### config.mk
export PLATFORM = sky130hd
export DESIGN_NAME = werewolf_top
export DESIGN_NICKNAME = d
export VERILOG_FILES = /design/src/hw/werewolf_pkg.sv /design/src/hw/button_input.sv /design/src/hw/role_deal.sv /design/src/hw/player_seat.sv /design/src/hw/village_tally.sv /design/src/hw/game_control.sv /design/src/hw/werewolf_top.sv
export SDC_FILE = /design/constraint.sdc
export NUM_CORES = 1
export LEC_CHECK = 0
export BUFFER_PORTS_ARGS = -buffer_cell sky130_fd_sc_hd__buf_2
export CAP_MARGIN = 20
export CORE_ASPECT_RATIO = 1.75
export CORE_MARGIN = 3
export CORE_UTILIZATION = 45
export CTS_CLUSTER_DIAMETER = 120
export DETAILED_ROUTE_END_ITERATION = 8
export GPL_TIMING_DRIVEN = 0
export PLACE_DENSITY_LB_ADDON = 0.12
export SLEW_MARGIN = 20
export SYNTH_ARGS = -nofsm -noshare
export SYNTH_HDL_FRONTEND = slang
export SYNTH_HIERARCHICAL = 1
export SYNTH_SLANG_ARGS = --single-unit
### constraint.sdc
create_clock -name clock -period 3.31 [get_ports clock]
set_input_delay 0 -clock clock [delete_from_list [all_inputs] [get_ports clock]]
set_output_delay 0 -clock clock [all_outputs]
set_load 0.005 [all_outputs]
### src/hw/werewolf_pkg.sv
package werewolf_pkg;

    // ----------------------------------------------------------------------
    // Game constants
    // ----------------------------------------------------------------------
    localparam int NUM_PLAYERS     = 5;
    localparam int NUM_DEALS       = 20;   // Role table entries
    localparam int WOLF_WIN_DEATHS = 3;

    typedef logic [2:0] player_t;          // Seat code, 0..4 are players
    typedef logic [4:0] deal_t;            // Deal index into role table

    localparam player_t SKIP_CHOICE = 3'd5; // Choose nobody
    localparam player_t NO_CHOICE   = 3'd7; // Nothing pressed yet

    typedef enum logic [1:0] {
        VILLAGER = 2'd0,
        WOLF     = 2'd1,
        MEDIC    = 2'd2
    } role_t;

    // Per-seat status as seen by the tally
    typedef struct packed {
        role_t role;
        logic  alive;
    } seat_t;

    // ----------------------------------------------------------------------
    // Control states, also exported as the state code
    // ----------------------------------------------------------------------
    typedef enum logic [4:0] {
        IDLE        = 5'd0,
        DEAL        = 5'd1,   // Deal counter spinning
        STORE       = 5'd2,   // Seats latch roles
        NIGHT_START = 5'd3,
        NIGHT_CHECK = 5'd4,   // Skip dead seats
        NIGHT_TURN  = 5'd5,
        NIGHT_NEXT  = 5'd6,
        RESOLVE     = 5'd7,   // Dawn kill
        CHECK_NIGHT = 5'd8,
        DAY_VOTE    = 5'd9,
        VOTE_KILL   = 5'd10,
        CHECK_DAY   = 5'd11,
        VILLAGE_WIN = 5'd12,
        WOLF_WIN    = 5'd13
    } game_state_t;

endpackage

### src/hw/button_input.sv
module button_input (
    input  logic                                   clock,
    input  logic                                   reset,
    input  logic [werewolf_pkg::NUM_PLAYERS-1:0]   buttons,
    input  logic                                   skip,
    input  logic                                   pass,
    input  logic                                   choice_clear,
    output werewolf_pkg::player_t                  choice,
    output logic                                   pass_pulse
);

    logic [werewolf_pkg::NUM_PLAYERS:0] press_vec;   // Skip sits above the players
    logic [2:0]                         hits;
    werewolf_pkg::player_t              code;
    logic                               pass_q0;
    logic                               pass_q1;

    assign press_vec = {skip, buttons};

    // Encoder, bit NUM_PLAYERS lands on SKIP_CHOICE
    always_comb begin
        hits = '0;
        code = werewolf_pkg::NO_CHOICE;
        for (int i = 0; i <= werewolf_pkg::NUM_PLAYERS; i++) begin
            if (press_vec[i]) begin
                hits = hits + 3'd1;
                code = werewolf_pkg::player_t'(i);
            end
        end
        if (hits > 3'd1) code = werewolf_pkg::NO_CHOICE;  // Ambiguous press
    end

    always_ff @(posedge clock or posedge reset) begin
        if (reset) begin
            choice  <= werewolf_pkg::NO_CHOICE;
            pass_q0 <= 1'b0;
            pass_q1 <= 1'b0;
        end else begin
            pass_q0 <= pass;
            pass_q1 <= pass_q0;
            if (choice_clear)
                choice <= werewolf_pkg::NO_CHOICE;
            else if (hits != 3'd0)
                choice <= code;            // Holds while nothing pressed
        end
    end

    assign pass_pulse = pass_q0 & ~pass_q1;  // Rising edge of pass

endmodule

### src/hw/role_deal.sv
module role_deal (
    input  logic                                               clock,
    input  logic                                               reset,
    input  logic                                               deal_run,
    output werewolf_pkg::role_t [werewolf_pkg::NUM_PLAYERS-1:0] roles,
    output werewolf_pkg::deal_t                                deal_index
);

    werewolf_pkg::player_t wolf_pos;
    werewolf_pkg::player_t medic_pos;
    werewolf_pkg::player_t rank;

    // ----------------------------------------------------------------------
    // Deal counter, modulo NUM_DEALS
    // ----------------------------------------------------------------------
    always_ff @(posedge clock or posedge reset) begin
        if (reset)
            deal_index <= '0;
        else if (deal_run) begin
            if (deal_index == werewolf_pkg::deal_t'(werewolf_pkg::NUM_DEALS - 1))
                deal_index <= '0;                     // Wrap
            else
                deal_index <= deal_index + 5'd1;
        end
    end

    // ----------------------------------------------------------------------
    // Role table decode
    // ----------------------------------------------------------------------
    assign wolf_pos = deal_index[4:2];           // Four entries per wolf seat
    assign rank     = {1'b0, deal_index[1:0]};   // Medic rank among the others

    // Step over the wolf seat when counting
    assign medic_pos = (rank < wolf_pos) ? rank : rank + 3'd1;

    always_comb begin
        for (int i = 0; i < werewolf_pkg::NUM_PLAYERS; i++) begin
            if (werewolf_pkg::player_t'(i) == wolf_pos)
                roles[i] = werewolf_pkg::WOLF;
            else if (werewolf_pkg::player_t'(i) == medic_pos)
                roles[i] = werewolf_pkg::MEDIC;
            else
                roles[i] = werewolf_pkg::VILLAGER;
        end
    end

endmodule

### src/hw/player_seat.sv
module player_seat #(
    parameter int SEAT = 0
) (
    input  logic                                               clock,
    input  logic                                               reset,
    input  werewolf_pkg::role_t [werewolf_pkg::NUM_PLAYERS-1:0] roles,
    input  logic                                               deal_load,
    input  logic [werewolf_pkg::NUM_PLAYERS-1:0]               kill_vec,
    output werewolf_pkg::seat_t                                status
);

    // New deal revives the seat; a kill only touches the alive flag
    always_ff @(posedge clock or posedge reset) begin
        if (reset) begin
            status.role  <= werewolf_pkg::VILLAGER;
            status.alive <= 1'b1;
        end else if (deal_load) begin
            status.role  <= roles[SEAT];      // Own column of the table
            status.alive <= 1'b1;
        end else if (kill_vec[SEAT]) begin
            status.alive <= 1'b0;
        end
    end

endmodule

### src/hw/village_tally.sv
module village_tally (
    input  werewolf_pkg::seat_t [werewolf_pkg::NUM_PLAYERS-1:0] seats,
    output logic [werewolf_pkg::NUM_PLAYERS-1:0]               alive_vec,
    output logic [2:0]                                         dead_count,
    output werewolf_pkg::player_t                              wolf_seat,
    output werewolf_pkg::player_t                              medic_seat,
    output logic                                               wolf_won
);

    always_comb begin
        dead_count = '0;
        wolf_seat  = werewolf_pkg::NO_CHOICE;   // Only before a first deal
        medic_seat = werewolf_pkg::NO_CHOICE;
        for (int i = 0; i < werewolf_pkg::NUM_PLAYERS; i++) begin
            alive_vec[i] = seats[i].alive;
            if (!seats[i].alive)
                dead_count = dead_count + 3'd1;
            if (seats[i].role == werewolf_pkg::WOLF)
                wolf_seat = werewolf_pkg::player_t'(i);
            if (seats[i].role == werewolf_pkg::MEDIC)
                medic_seat = werewolf_pkg::player_t'(i);
        end
    end

    // Wolf takes the game once enough villagers are gone
    assign wolf_won = (dead_count >= 3'(werewolf_pkg::WOLF_WIN_DEATHS));

endmodule

### src/hw/game_control.sv
module game_control (
    input  logic                                 clock,
    input  logic                                 reset,
    input  logic                                 play,
    input  logic                                 pass_pulse,
    input  werewolf_pkg::player_t                choice,
    input  logic [werewolf_pkg::NUM_PLAYERS-1:0] alive_vec,
    input  werewolf_pkg::player_t                wolf_seat,
    input  werewolf_pkg::player_t                medic_seat,
    input  logic                                 wolf_won,
    input  werewolf_pkg::role_t                  roles_now,
    output logic                                 deal_run,
    output logic                                 deal_load,
    output logic [werewolf_pkg::NUM_PLAYERS-1:0] kill_vec,
    output logic                                 choice_clear,
    output werewolf_pkg::game_state_t            state,
    output werewolf_pkg::player_t                current_player,
    output logic                                 turn_active,
    output logic                                 vote_open,
    output logic                                 wolf_win,
    output logic                                 village_win
);

    werewolf_pkg::game_state_t next_state;
    werewolf_pkg::player_t     attacked;
    werewolf_pkg::player_t     protect_seat;
    werewolf_pkg::player_t     voted;
    logic                      target_alive;   // Choice is a living player
    logic                      move_legal;
    logic                      medic_alive;

    assign target_alive = (choice < 3'(werewolf_pkg::NUM_PLAYERS)) ? alive_vec[choice] : 1'b0;
    assign medic_alive  = (medic_seat < 3'(werewolf_pkg::NUM_PLAYERS)) ?
                          alive_vec[medic_seat] : 1'b0;

    // Legality of the current night move
    always_comb begin
        case (roles_now)
            werewolf_pkg::WOLF:
                move_legal = (choice == werewolf_pkg::SKIP_CHOICE) ||
                             (target_alive && choice != current_player);
            werewolf_pkg::MEDIC:
                move_legal = (choice == werewolf_pkg::SKIP_CHOICE) || target_alive;
            default:
                move_legal = (choice <= werewolf_pkg::SKIP_CHOICE);  // Villager just confirms
        endcase
    end

    // ----------------------------------------------------------------------
    // Next state
    // ----------------------------------------------------------------------
    always_comb begin
        next_state = state;
        case (state)
            werewolf_pkg::IDLE, werewolf_pkg::WOLF_WIN, werewolf_pkg::VILLAGE_WIN:
                if (play) next_state = werewolf_pkg::DEAL;
            werewolf_pkg::DEAL:
                if (pass_pulse) next_state = werewolf_pkg::STORE;
            werewolf_pkg::STORE:       next_state = werewolf_pkg::NIGHT_START;
            werewolf_pkg::NIGHT_START: next_state = werewolf_pkg::NIGHT_CHECK;
            werewolf_pkg::NIGHT_CHECK:
                next_state = alive_vec[current_player] ? werewolf_pkg::NIGHT_TURN
                                                       : werewolf_pkg::NIGHT_NEXT;
            werewolf_pkg::NIGHT_TURN:
                if (pass_pulse && move_legal) next_state = werewolf_pkg::NIGHT_NEXT;
            werewolf_pkg::NIGHT_NEXT:
                next_state = (current_player == 3'(werewolf_pkg::NUM_PLAYERS - 1)) ?
                             werewolf_pkg::RESOLVE : werewolf_pkg::NIGHT_CHECK;
            werewolf_pkg::RESOLVE:     next_state = werewolf_pkg::CHECK_NIGHT;
            werewolf_pkg::CHECK_NIGHT:
                next_state = wolf_won ? werewolf_pkg::WOLF_WIN : werewolf_pkg::DAY_VOTE;
            werewolf_pkg::DAY_VOTE:
                if (pass_pulse && target_alive)
                    next_state = (choice == wolf_seat) ? werewolf_pkg::VILLAGE_WIN
                                                       : werewolf_pkg::VOTE_KILL;
            werewolf_pkg::VOTE_KILL:   next_state = werewolf_pkg::CHECK_DAY;
            werewolf_pkg::CHECK_DAY:
                next_state = wolf_won ? werewolf_pkg::WOLF_WIN : werewolf_pkg::NIGHT_START;
            default:                   next_state = werewolf_pkg::IDLE;
        endcase
    end

    always_ff @(posedge clock or posedge reset) begin
        if (reset) begin
            state          <= werewolf_pkg::IDLE;
            current_player <= '0;
        end else begin
            state <= next_state;
            if (state == werewolf_pkg::NIGHT_START)
                current_player <= '0;                          // Night opens at seat 0
            else if (state == werewolf_pkg::NIGHT_NEXT && next_state == werewolf_pkg::NIGHT_CHECK)
                current_player <= current_player + 3'd1;
        end
    end

    // Night picks and the vote target
    always_ff @(posedge clock) begin
        if (state == werewolf_pkg::NIGHT_START) begin
            attacked     <= werewolf_pkg::SKIP_CHOICE;
            protect_seat <= werewolf_pkg::SKIP_CHOICE;
        end else if (state == werewolf_pkg::NIGHT_TURN && pass_pulse && move_legal) begin
            if (roles_now == werewolf_pkg::WOLF)  attacked     <= choice;
            if (roles_now == werewolf_pkg::MEDIC) protect_seat <= choice;
        end
        if (state == werewolf_pkg::DAY_VOTE && pass_pulse && target_alive)
            voted <= choice;
    end

    // ----------------------------------------------------------------------
    // Moore outputs
    // ----------------------------------------------------------------------
    always_comb begin
        kill_vec = '0;
        if (state == werewolf_pkg::RESOLVE && attacked != werewolf_pkg::SKIP_CHOICE &&
            !(attacked == protect_seat && medic_alive))
            kill_vec[attacked] = 1'b1;                     // Unprotected victim
        else if (state == werewolf_pkg::VOTE_KILL)
            kill_vec[voted] = 1'b1;
    end

    assign deal_run     = (state == werewolf_pkg::DEAL);
    assign deal_load    = (state == werewolf_pkg::STORE);
    assign choice_clear = (state == werewolf_pkg::NIGHT_CHECK) ||   // Before each turn
                          (state == werewolf_pkg::CHECK_NIGHT);     // Before the vote
    assign turn_active  = (state == werewolf_pkg::NIGHT_TURN);
    assign vote_open    = (state == werewolf_pkg::DAY_VOTE);
    assign wolf_win     = (state == werewolf_pkg::WOLF_WIN);
    assign village_win  = (state == werewolf_pkg::VILLAGE_WIN);

endmodule

### src/hw/werewolf_top.sv
module werewolf_top (
    input  logic                                 clock,
    input  logic                                 reset,
    input  logic                                 play,
    input  logic                                 pass,
    input  logic                                 skip,
    input  logic [werewolf_pkg::NUM_PLAYERS-1:0] buttons,
    output werewolf_pkg::deal_t                  deal_index,
    output werewolf_pkg::player_t                current_player,
    output werewolf_pkg::role_t                  current_role,
    output logic                                 turn_active,
    output logic                                 vote_open,
    output logic [werewolf_pkg::NUM_PLAYERS-1:0] dead_vec,
    output werewolf_pkg::game_state_t            state,
    output logic                                 wolf_win,
    output logic                                 village_win
);

    werewolf_pkg::player_t                              choice;
    logic                                               pass_pulse;
    logic                                               choice_clear;
    logic                                               deal_run;
    logic                                               deal_load;
    logic [werewolf_pkg::NUM_PLAYERS-1:0]               kill_vec;
    werewolf_pkg::role_t [werewolf_pkg::NUM_PLAYERS-1:0] roles;
    werewolf_pkg::seat_t [werewolf_pkg::NUM_PLAYERS-1:0] seats;
    logic [werewolf_pkg::NUM_PLAYERS-1:0]               alive_vec;
    werewolf_pkg::player_t                              wolf_seat;
    werewolf_pkg::player_t                              medic_seat;
    logic                                               wolf_won;
    werewolf_pkg::role_t                                roles_now;

    button_input i_button_input (
        .clock, .reset, .buttons, .skip, .pass, .choice_clear, .choice, .pass_pulse
    );

    role_deal i_role_deal (.clock, .reset, .deal_run, .roles, .deal_index);

    // One seat per player
    for (genvar i = 0; i < werewolf_pkg::NUM_PLAYERS; i++) begin : g_seat
        player_seat #(.SEAT(i)) i_player_seat (
            .clock, .reset, .roles, .deal_load, .kill_vec, .status(seats[i])
        );
    end

    village_tally i_village_tally (
        .seats, .alive_vec, .dead_count(), .wolf_seat, .medic_seat, .wolf_won
    );

    game_control i_game_control (
        .clock, .reset, .play, .pass_pulse, .choice, .alive_vec, .wolf_seat, .medic_seat,
        .wolf_won, .roles_now, .deal_run, .deal_load, .kill_vec, .choice_clear, .state,
        .current_player, .turn_active, .vote_open, .wolf_win, .village_win
    );

    assign roles_now    = seats[current_player].role;   // Seat whose turn it is
    assign current_role = turn_active ? roles_now : werewolf_pkg::VILLAGER;  // Hidden off-turn
    assign dead_vec     = ~alive_vec;

endmodule

[After elaboration in Yosys (flattened, before gate mapping)]
Cells that the tools add are included.
Storage, ports and cells
  bits in registers: 42
  output and inout port bits: 24
  bits of input ports: 10
Operators by class
  add/subtract/negate cells: 12
  reduce and logical (&&, ||, !) cells: 31
  multiplexer cells: 82
  bitwise logic cells: 3
  equal/unequal tests: 41
  $lt $le $gt $ge: 13
Operators by type and width (count)
  $mux W3: 34
  $pmux W5 S12: 1
  $mux W5: 7
  $eq A5 B4 Y1 const B: 6
  $mux W2: 13
  $eq A5 B3 Y1 const B: 5
  $add A3 B1 Y3 const B: 8
  $lt A3 B4 Y1 const B: 5
  $mux W1: 19
  $reduce_bool A2 Y1: 7
  $logic_and A1 B1 Y1: 13
  $eq A2 B1 Y1 const B: 6
  $eq A2 B2 Y1 const B: 6
  $eq A2 B3 Y1 const A: 4
  $eq A5 B2 Y1 const B: 2
  $bmux W1 S3: 3
  $bmux W3 S3: 1
  $demux W1 S3: 2
  $eq A1 B3 Y1 const A: 2
  $eq A3 B3 Y1: 2
  $eq A3 B3 Y1 const A: 2
  $eq A3 B3 Y1 const B: 2
  $ge A3 B1 Y1 const B: 2
  $logic_not A3 Y1: 2
  other kinds (23): 28

[Depth between registers and ports, before layout]
  word-level depth: 16
  depth in mapped cells: 14

[Cells and area by module]
Netlist, hierarchy kept.
By module, submodules not included
  game_control: times used 1, area an instance 1503.9 sq um, cells each 182, seq. area each 410.4 sq um
  button_input: times used 1, area an instance 595.6 sq um, cells each 66, seq. area each 128.9 sq um
  player_seat: times used 5, area an instance 115.1 sq um, cells each 8, seq. area each 76.3 sq um
  role_deal: times used 1, area an instance 461.7 sq um, cells each 55, seq. area each 125.1 sq um
  village_tally: times used 1, area an instance 399.1 sq um, cells each 57, seq. area each 0.0 sq um
  werewolf_top: times used 1, area an instance 131.4 sq um, cells each 22, seq. area each 0.0 sq um

[Least setup slack after synthesis]
OpenSTA, ideal clock, no wires.
  kind: register to register
  from: register g_seat[0].i_player_seat/status[0] in the netlist's numbering
  to: register i_game_control.current_player[2]
  setup slack: 270 ps
  cell stages (with the launch flop): 14
  data arrival time: 2961 ps
  required time: 3231 ps
  library setup time: 79 ps
  path through: dfstp_2 inv_1 ha_1 xnor2_1 a21o_2 ha_1 nor2b_1 a221o_1 a21o_1 nand2b_1 a221oi_1 nor4_2 nand2_1 mux2i_1
On the way
  longest elaborated chain between the ends: 15
  elaborated cells on any way between the ends: 30
Ends and longest elaborated chain
  start: declaration: RTL line player_seat.sv:9  | output werewolf_pkg::seat_t status
  $mux W1 *: RTL line village_tally.sv:16  | if (!seats[i].alive)
  $add A1 B1 Y2: RTL line village_tally.sv:17  | dead_count = dead_count + 3'd1;
  $mux W3 *: RTL line village_tally.sv:16
  $add A3 B1 Y3: RTL line village_tally.sv:17
  $mux W3 *: RTL line village_tally.sv:16
  $add A3 B1 Y3: RTL line village_tally.sv:17
  $mux W3 *: RTL line village_tally.sv:16
  $add A3 B1 Y3: RTL line village_tally.sv:17
  $mux W3 *: RTL line village_tally.sv:16
  net i_village_tally.dead_count[1]: RTL line village_tally.sv:4  | output logic [2:0] dead_count,
  $ge A3 B2 Y1 *: RTL line village_tally.sv:26  | assign wolf_won = (dead_count >= 3'(werewolf_pkg::WOLF_WIN_DEATHS));
  net wolf_won: RTL line werewolf_top.sv:30  | logic wolf_won;
  $mux W4 / $mux W3 (equally long branches): RTL line game_control.sv:78, game_control.sv:71
  $pmux W5 S12 *: RTL line game_control.sv:54  | case (state)
  $eq A5 B3 Y1 *: RTL line game_control.sv:91  | else if (state == werewolf_pkg::NIGHT_NEXT && next_state == werewolf_pkg::NIGHT_CHECK)
  $logic_and A1 B1 Y1 *: RTL line game_control.sv:91
  $reduce_bool A2 Y1 (no line) *
  end signal: assignment: RTL line game_control.sv:92  | current_player <= current_player + 3'd1;
  end: declaration: RTL line game_control.sv:17  | output werewolf_pkg::player_t current_player,
Mark *: on every way through the listed nets, which the timed path passes. The rest lies on a longest branch. The select of a mux whose other input is x is not followed.
A chain may end at the register's enable or synchronous reset.

[Final worst setup path]
  from: register g_seat[1].i_player_seat/status[0] in the netlist's numbering
  to: register i_game_control.current_player[2]
On the way
  longest elaborated chain between the ends: 13
  elaborated cells on any way between the ends: 28
Ends and longest elaborated chain (RTL line)
  start: declaration: player_seat.sv:9
  $mux W3 *: village_tally.sv:16
  $add A3 B1 Y3: village_tally.sv:17
  $mux W3 *: village_tally.sv:16
  $add A3 B1 Y3: village_tally.sv:17
  $mux W3 *: village_tally.sv:16
  $add A3 B1 Y3: village_tally.sv:17
  $mux W3 *: village_tally.sv:16
  net i_village_tally.dead_count[1]: village_tally.sv:4
  $ge A3 B2 Y1 *: village_tally.sv:26
  net wolf_won: werewolf_top.sv:30
  $mux W4 / $mux W3 (equally long branches): game_control.sv:78, game_control.sv:71
  $pmux W5 S12 *: game_control.sv:54
  $eq A5 B3 Y1 *: game_control.sv:91
  $logic_and A1 B1 Y1 *: game_control.sv:91
  $reduce_bool A2 Y1 (no line) *
Marked as above.

==> run metrics <==
status completed; switching power 0.001287 W; Synth Cell Area 3667 um^2; Layout Cells excl Fill 559; CTS tree built; final worst path period need 3.127 ns; Pre-antenna DRT Iters 4; Synth cell types 76; worst-path fanout max 4; delay-heaviest family, CP compound AO/OA/AOI/OAI gates; P_leak 1.907 nW; # setup viols final 0; gr usage total 21.26%; Placer Congestion 0.8705; wire per inst 17.20 um; yosys warns 6; NumNets Final 496; cells taking the most area after synthesis dfrtp_1 17%, ha_1 6.1%, dfstp_2 5.7%; Final Util 53.69%; final hold viol count 0; IO Pins 34; drt initial violations 137; Synth Area per Inst 8.690 um^2; share of layout cells above drive strength 1 22.60%; Tcrit/Tclk final 94.46%; largest net degree at the start of global routing 14; DR vias/cell 5.785; die area 9311 um^2; slew margin rel. 52.24%; die height 125.4 um; die width 74.24 um; part of the power in the clock network 19.4%; Multi-input gate area 2346 um^2; area grow syn2layout 15.80%; Seq cells post-synth 42; FFs w/ async S/R, synth 78.57%; hold_ws 0.01316 ns; Worst R2R Setup Slack 0.18 ns; post-synth net total 450; Total Routed Length 9614 um; routed via count 3234; site row count 43; Fin Setup TNS 0 ns; Post-synth EDFFs 3; register area share after synthesis 28.52%; Least-Margin Pin Slew 0.7149 ns; dpl hpwl 7778 um; Mapped Cells 422; Initial Util 46.37%; delay of the slowest critical-path stage 0.55 ns; critical path cell sequence inv_1 -> ha_4 -> mux2i_1 -> xnor2_1 -> a21o_2 -> ha_1 -> nor2b_1 -> a221o_1 -> a21o_1 -> nand2b_4 -> a221oi_4 -> nor4_4 -> nand2_1 -> mux2i_1; RSZ-0062 raised after global routing false; IO Port Bufs 32; number of global-route vias before repair 3106; Sw Share 39.81%; DR DRC count 0; Routed Antenna Nets 0; share of power burned in registers 26.2%; Synth area leader dfrtp_1; initial antenna violation count 0; dominant synthesized flop cell dfrtp_1; grt ovf 0; Reg area 1046 um^2; CP arrival 3.33 ns; root buffer cell clkbuf_16; DP Cell Count 545; core area 7909 um^2; clk_lat worst skew 0.29 ns; WP buf/inv 1; pwr/cell area 761.2 nW/um^2; Fillers 761; CP required 3.52 ns; Most Frequent Cell on Critical Path mux2i_1; clk slew on worst S/H paths 0.06 ns; Tightest Hold Check Type in2reg; CP endpoint kind flop; part of the power in combinational logic 54.4%; VDD IR-drop max 432.7 uV; cell internal pwr 0.001946 W; Startpoint Class flop; Num CTS Buffers 5; fmax 319.8 MHz; antenna diode instance count 0; Slew Viols, Final 0; max-capacitance violation count 0; CTS max path bufs 2; Slowest-stage cell, CP dfstp_2; share of the synthesized area in the top cell type 17.06%; CTS Sinks 42; H-tree Lvls 2; first-pass GRT wire length 15150 um; WS Path Type reg2reg; clk_skew 0.005318 ns
worst min-delay path: cells and delay by family:
kind,cells,cell delay [ns]
buffers and inverters,1,0.13
AND/OR/NAND/NOR,2,0.15
power by group through the flow:
stage          logic, W  clock network, W  registers [W]
2_1_floorplan   0.00128                 0       0.000803
4_1_cts         0.00169          0.000644       0.000846
3_3_place_gp    0.00162                 0       0.000849
3_5_place_dp    0.00166                 0       0.000856
6_report        0.00176          0.000626       0.000848
5_1_grt         0.00193          0.000659       0.000867
cell usage after synthesis, types with 12 or more instances:
master / n
mux2i_1: 12
nand3_1: 16
dfrtp_1: 25
nand2_1: 24
mux2_2: 12
xor2_1: 12
o21ai_0: 17
nand2b_1: 16
inv_1: 47
a21oi_1: 19
ha_1: 18
nor2_1: 18
flip-flops by register name (all words and copies together), names as in the netlist:
signal	cells
i_button_input/pass_q0	1
g_seat.i_player_seat/status	15
i_role_deal/deal_index	5
i_game_control/attacked	3
i_game_control/protect_seat	3
i_button_input/pass_q1	1
i_game_control/current_player	3
i_button_input/choice	3
i_game_control/state	5
i_game_control/voted	3
area by class of cell:
class	count	area share, %
Multi-Input combinational cell	310	55.24
Clock inverter	1	0.7071
Buffer	23	3.536
Clock buffer	7	3.860
Tap cell	90	2.652
Inverter	47	4.154
Timing Repair Buffer	39	5.215
Sequential cell	42	24.63
placed cells by master, fill, tap and decap left out, types with 5 or more instances in the layout:
| cell type | synthesis | final |
|---|---|---|
| nor2b_1 | 11 | 11 |
| nand3b_1 | 6 | 6 |
| nor3b_1 | 5 | 5 |
| nor3_1 | 11 | 10 |
| nor2_1 | 18 | 18 |
| nand4_1 | 7 | 7 |
| clkbuf_16 | 0 | 6 |
| a21o_2 | 6 | 6 |
| buf_6 | 4 | 5 |
| o32ai_1 | 5 | 5 |
| inv_1 | 47 | 46 |
| o211ai_1 | 9 | 9 |
| dfrtp_1 | 25 | 25 |
| a31oi_1 | 8 | 8 |
| nand3_1 | 16 | 16 |
| ha_1 | 18 | 17 |
| buf_4 | 8 | 12 |
| a21oi_1 | 19 | 19 |
| mux2i_1 | 12 | 12 |
| nand2_1 | 24 | 24 |
| clkbuf_1 | 6 | 6 |
| xnor2_1 | 11 | 11 |
| dfxtp_1 | 6 | 6 |
| o21ai_0 | 17 | 17 |
| buf_2 | 3 | 35 |
| dfstp_2 | 8 | 8 |
| nand2b_1 | 16 | 15 |
| mux2_2 | 12 | 12 |
| xor2_1 | 12 | 12 |
cells by family after synthesis:
logic type / after synthesis / share of synthesized area, %
muxes: 25 / 7.370
adders and majority gates: 19 / 6.414
other: 1 / 0.1023
DFF: 42 / 28.52
buffers and inverters: 70 / 8.905
and+or+nand+nor: 146 / 23.95
xor gates and xnor gates: 25 / 6.721
AOI/OAI and AO/OA: 94 / 18.01
what timing repair did:
| item | 4_1_cts | 5_1_grt |
|---|---|---|
| endpoints found under the setup margin | 3 | 3 |
| resized for setup | 2 | 4 |
| pin swaps | 1 | 2 |
| endpoints found under the hold margin | 34 | 0 |
| hold buffers | 2 | 0 |
| buffers inserted | 1 | 3 |
| gates cloned | 0 | 0 |
layer usage:
metal	track usage (%)	wire length (um)	vias to the layer above
met1	20.69	3413	1548
li1	-	-	1590
met2	41.16	5545	70
met4	10.27	376	0
met3	2.896	278	26
met5	0	0	-
per-stage QoR:
stage / cell area, um^2 / total power (W) / setup slack (ns)
floorplan: 3667 / 0.002085 / 0.2698
global placement: 3940 / 0.002469 / -0.06592
detailed placement: 3956 / 0.002513 / -0.1069
CTS: 4197 / 0.003184 / 0.03964
global route: 4247 / 0.003456 / 0.01335
finish: 4247 / 0.003232 / 0.1833
final timing paths:
| path | startpoint | end | cells past startpoint |
|---|---|---|---|
| worst max-delay path | g_seat[1].i_player_seat/status[0] | i_game_control/current_player[2] | 14 |
| worst max register to register | g_seat[1].i_player_seat/status[0] | i_game_control/current_player[2] | 14 |
| max in group asynchronous | reset | i_game_control/current_player[2] | 3 |
| min in group asynchronous | reset | g_seat[4].i_player_seat/status[2] | 3 |
| worst min register to register | i_button_input/pass_q0 | i_button_input/pass_q1 | 0 |
| worst min-delay path | skip | i_button_input/choice[0] | 3 |
(Power assumes the default switching activity.)
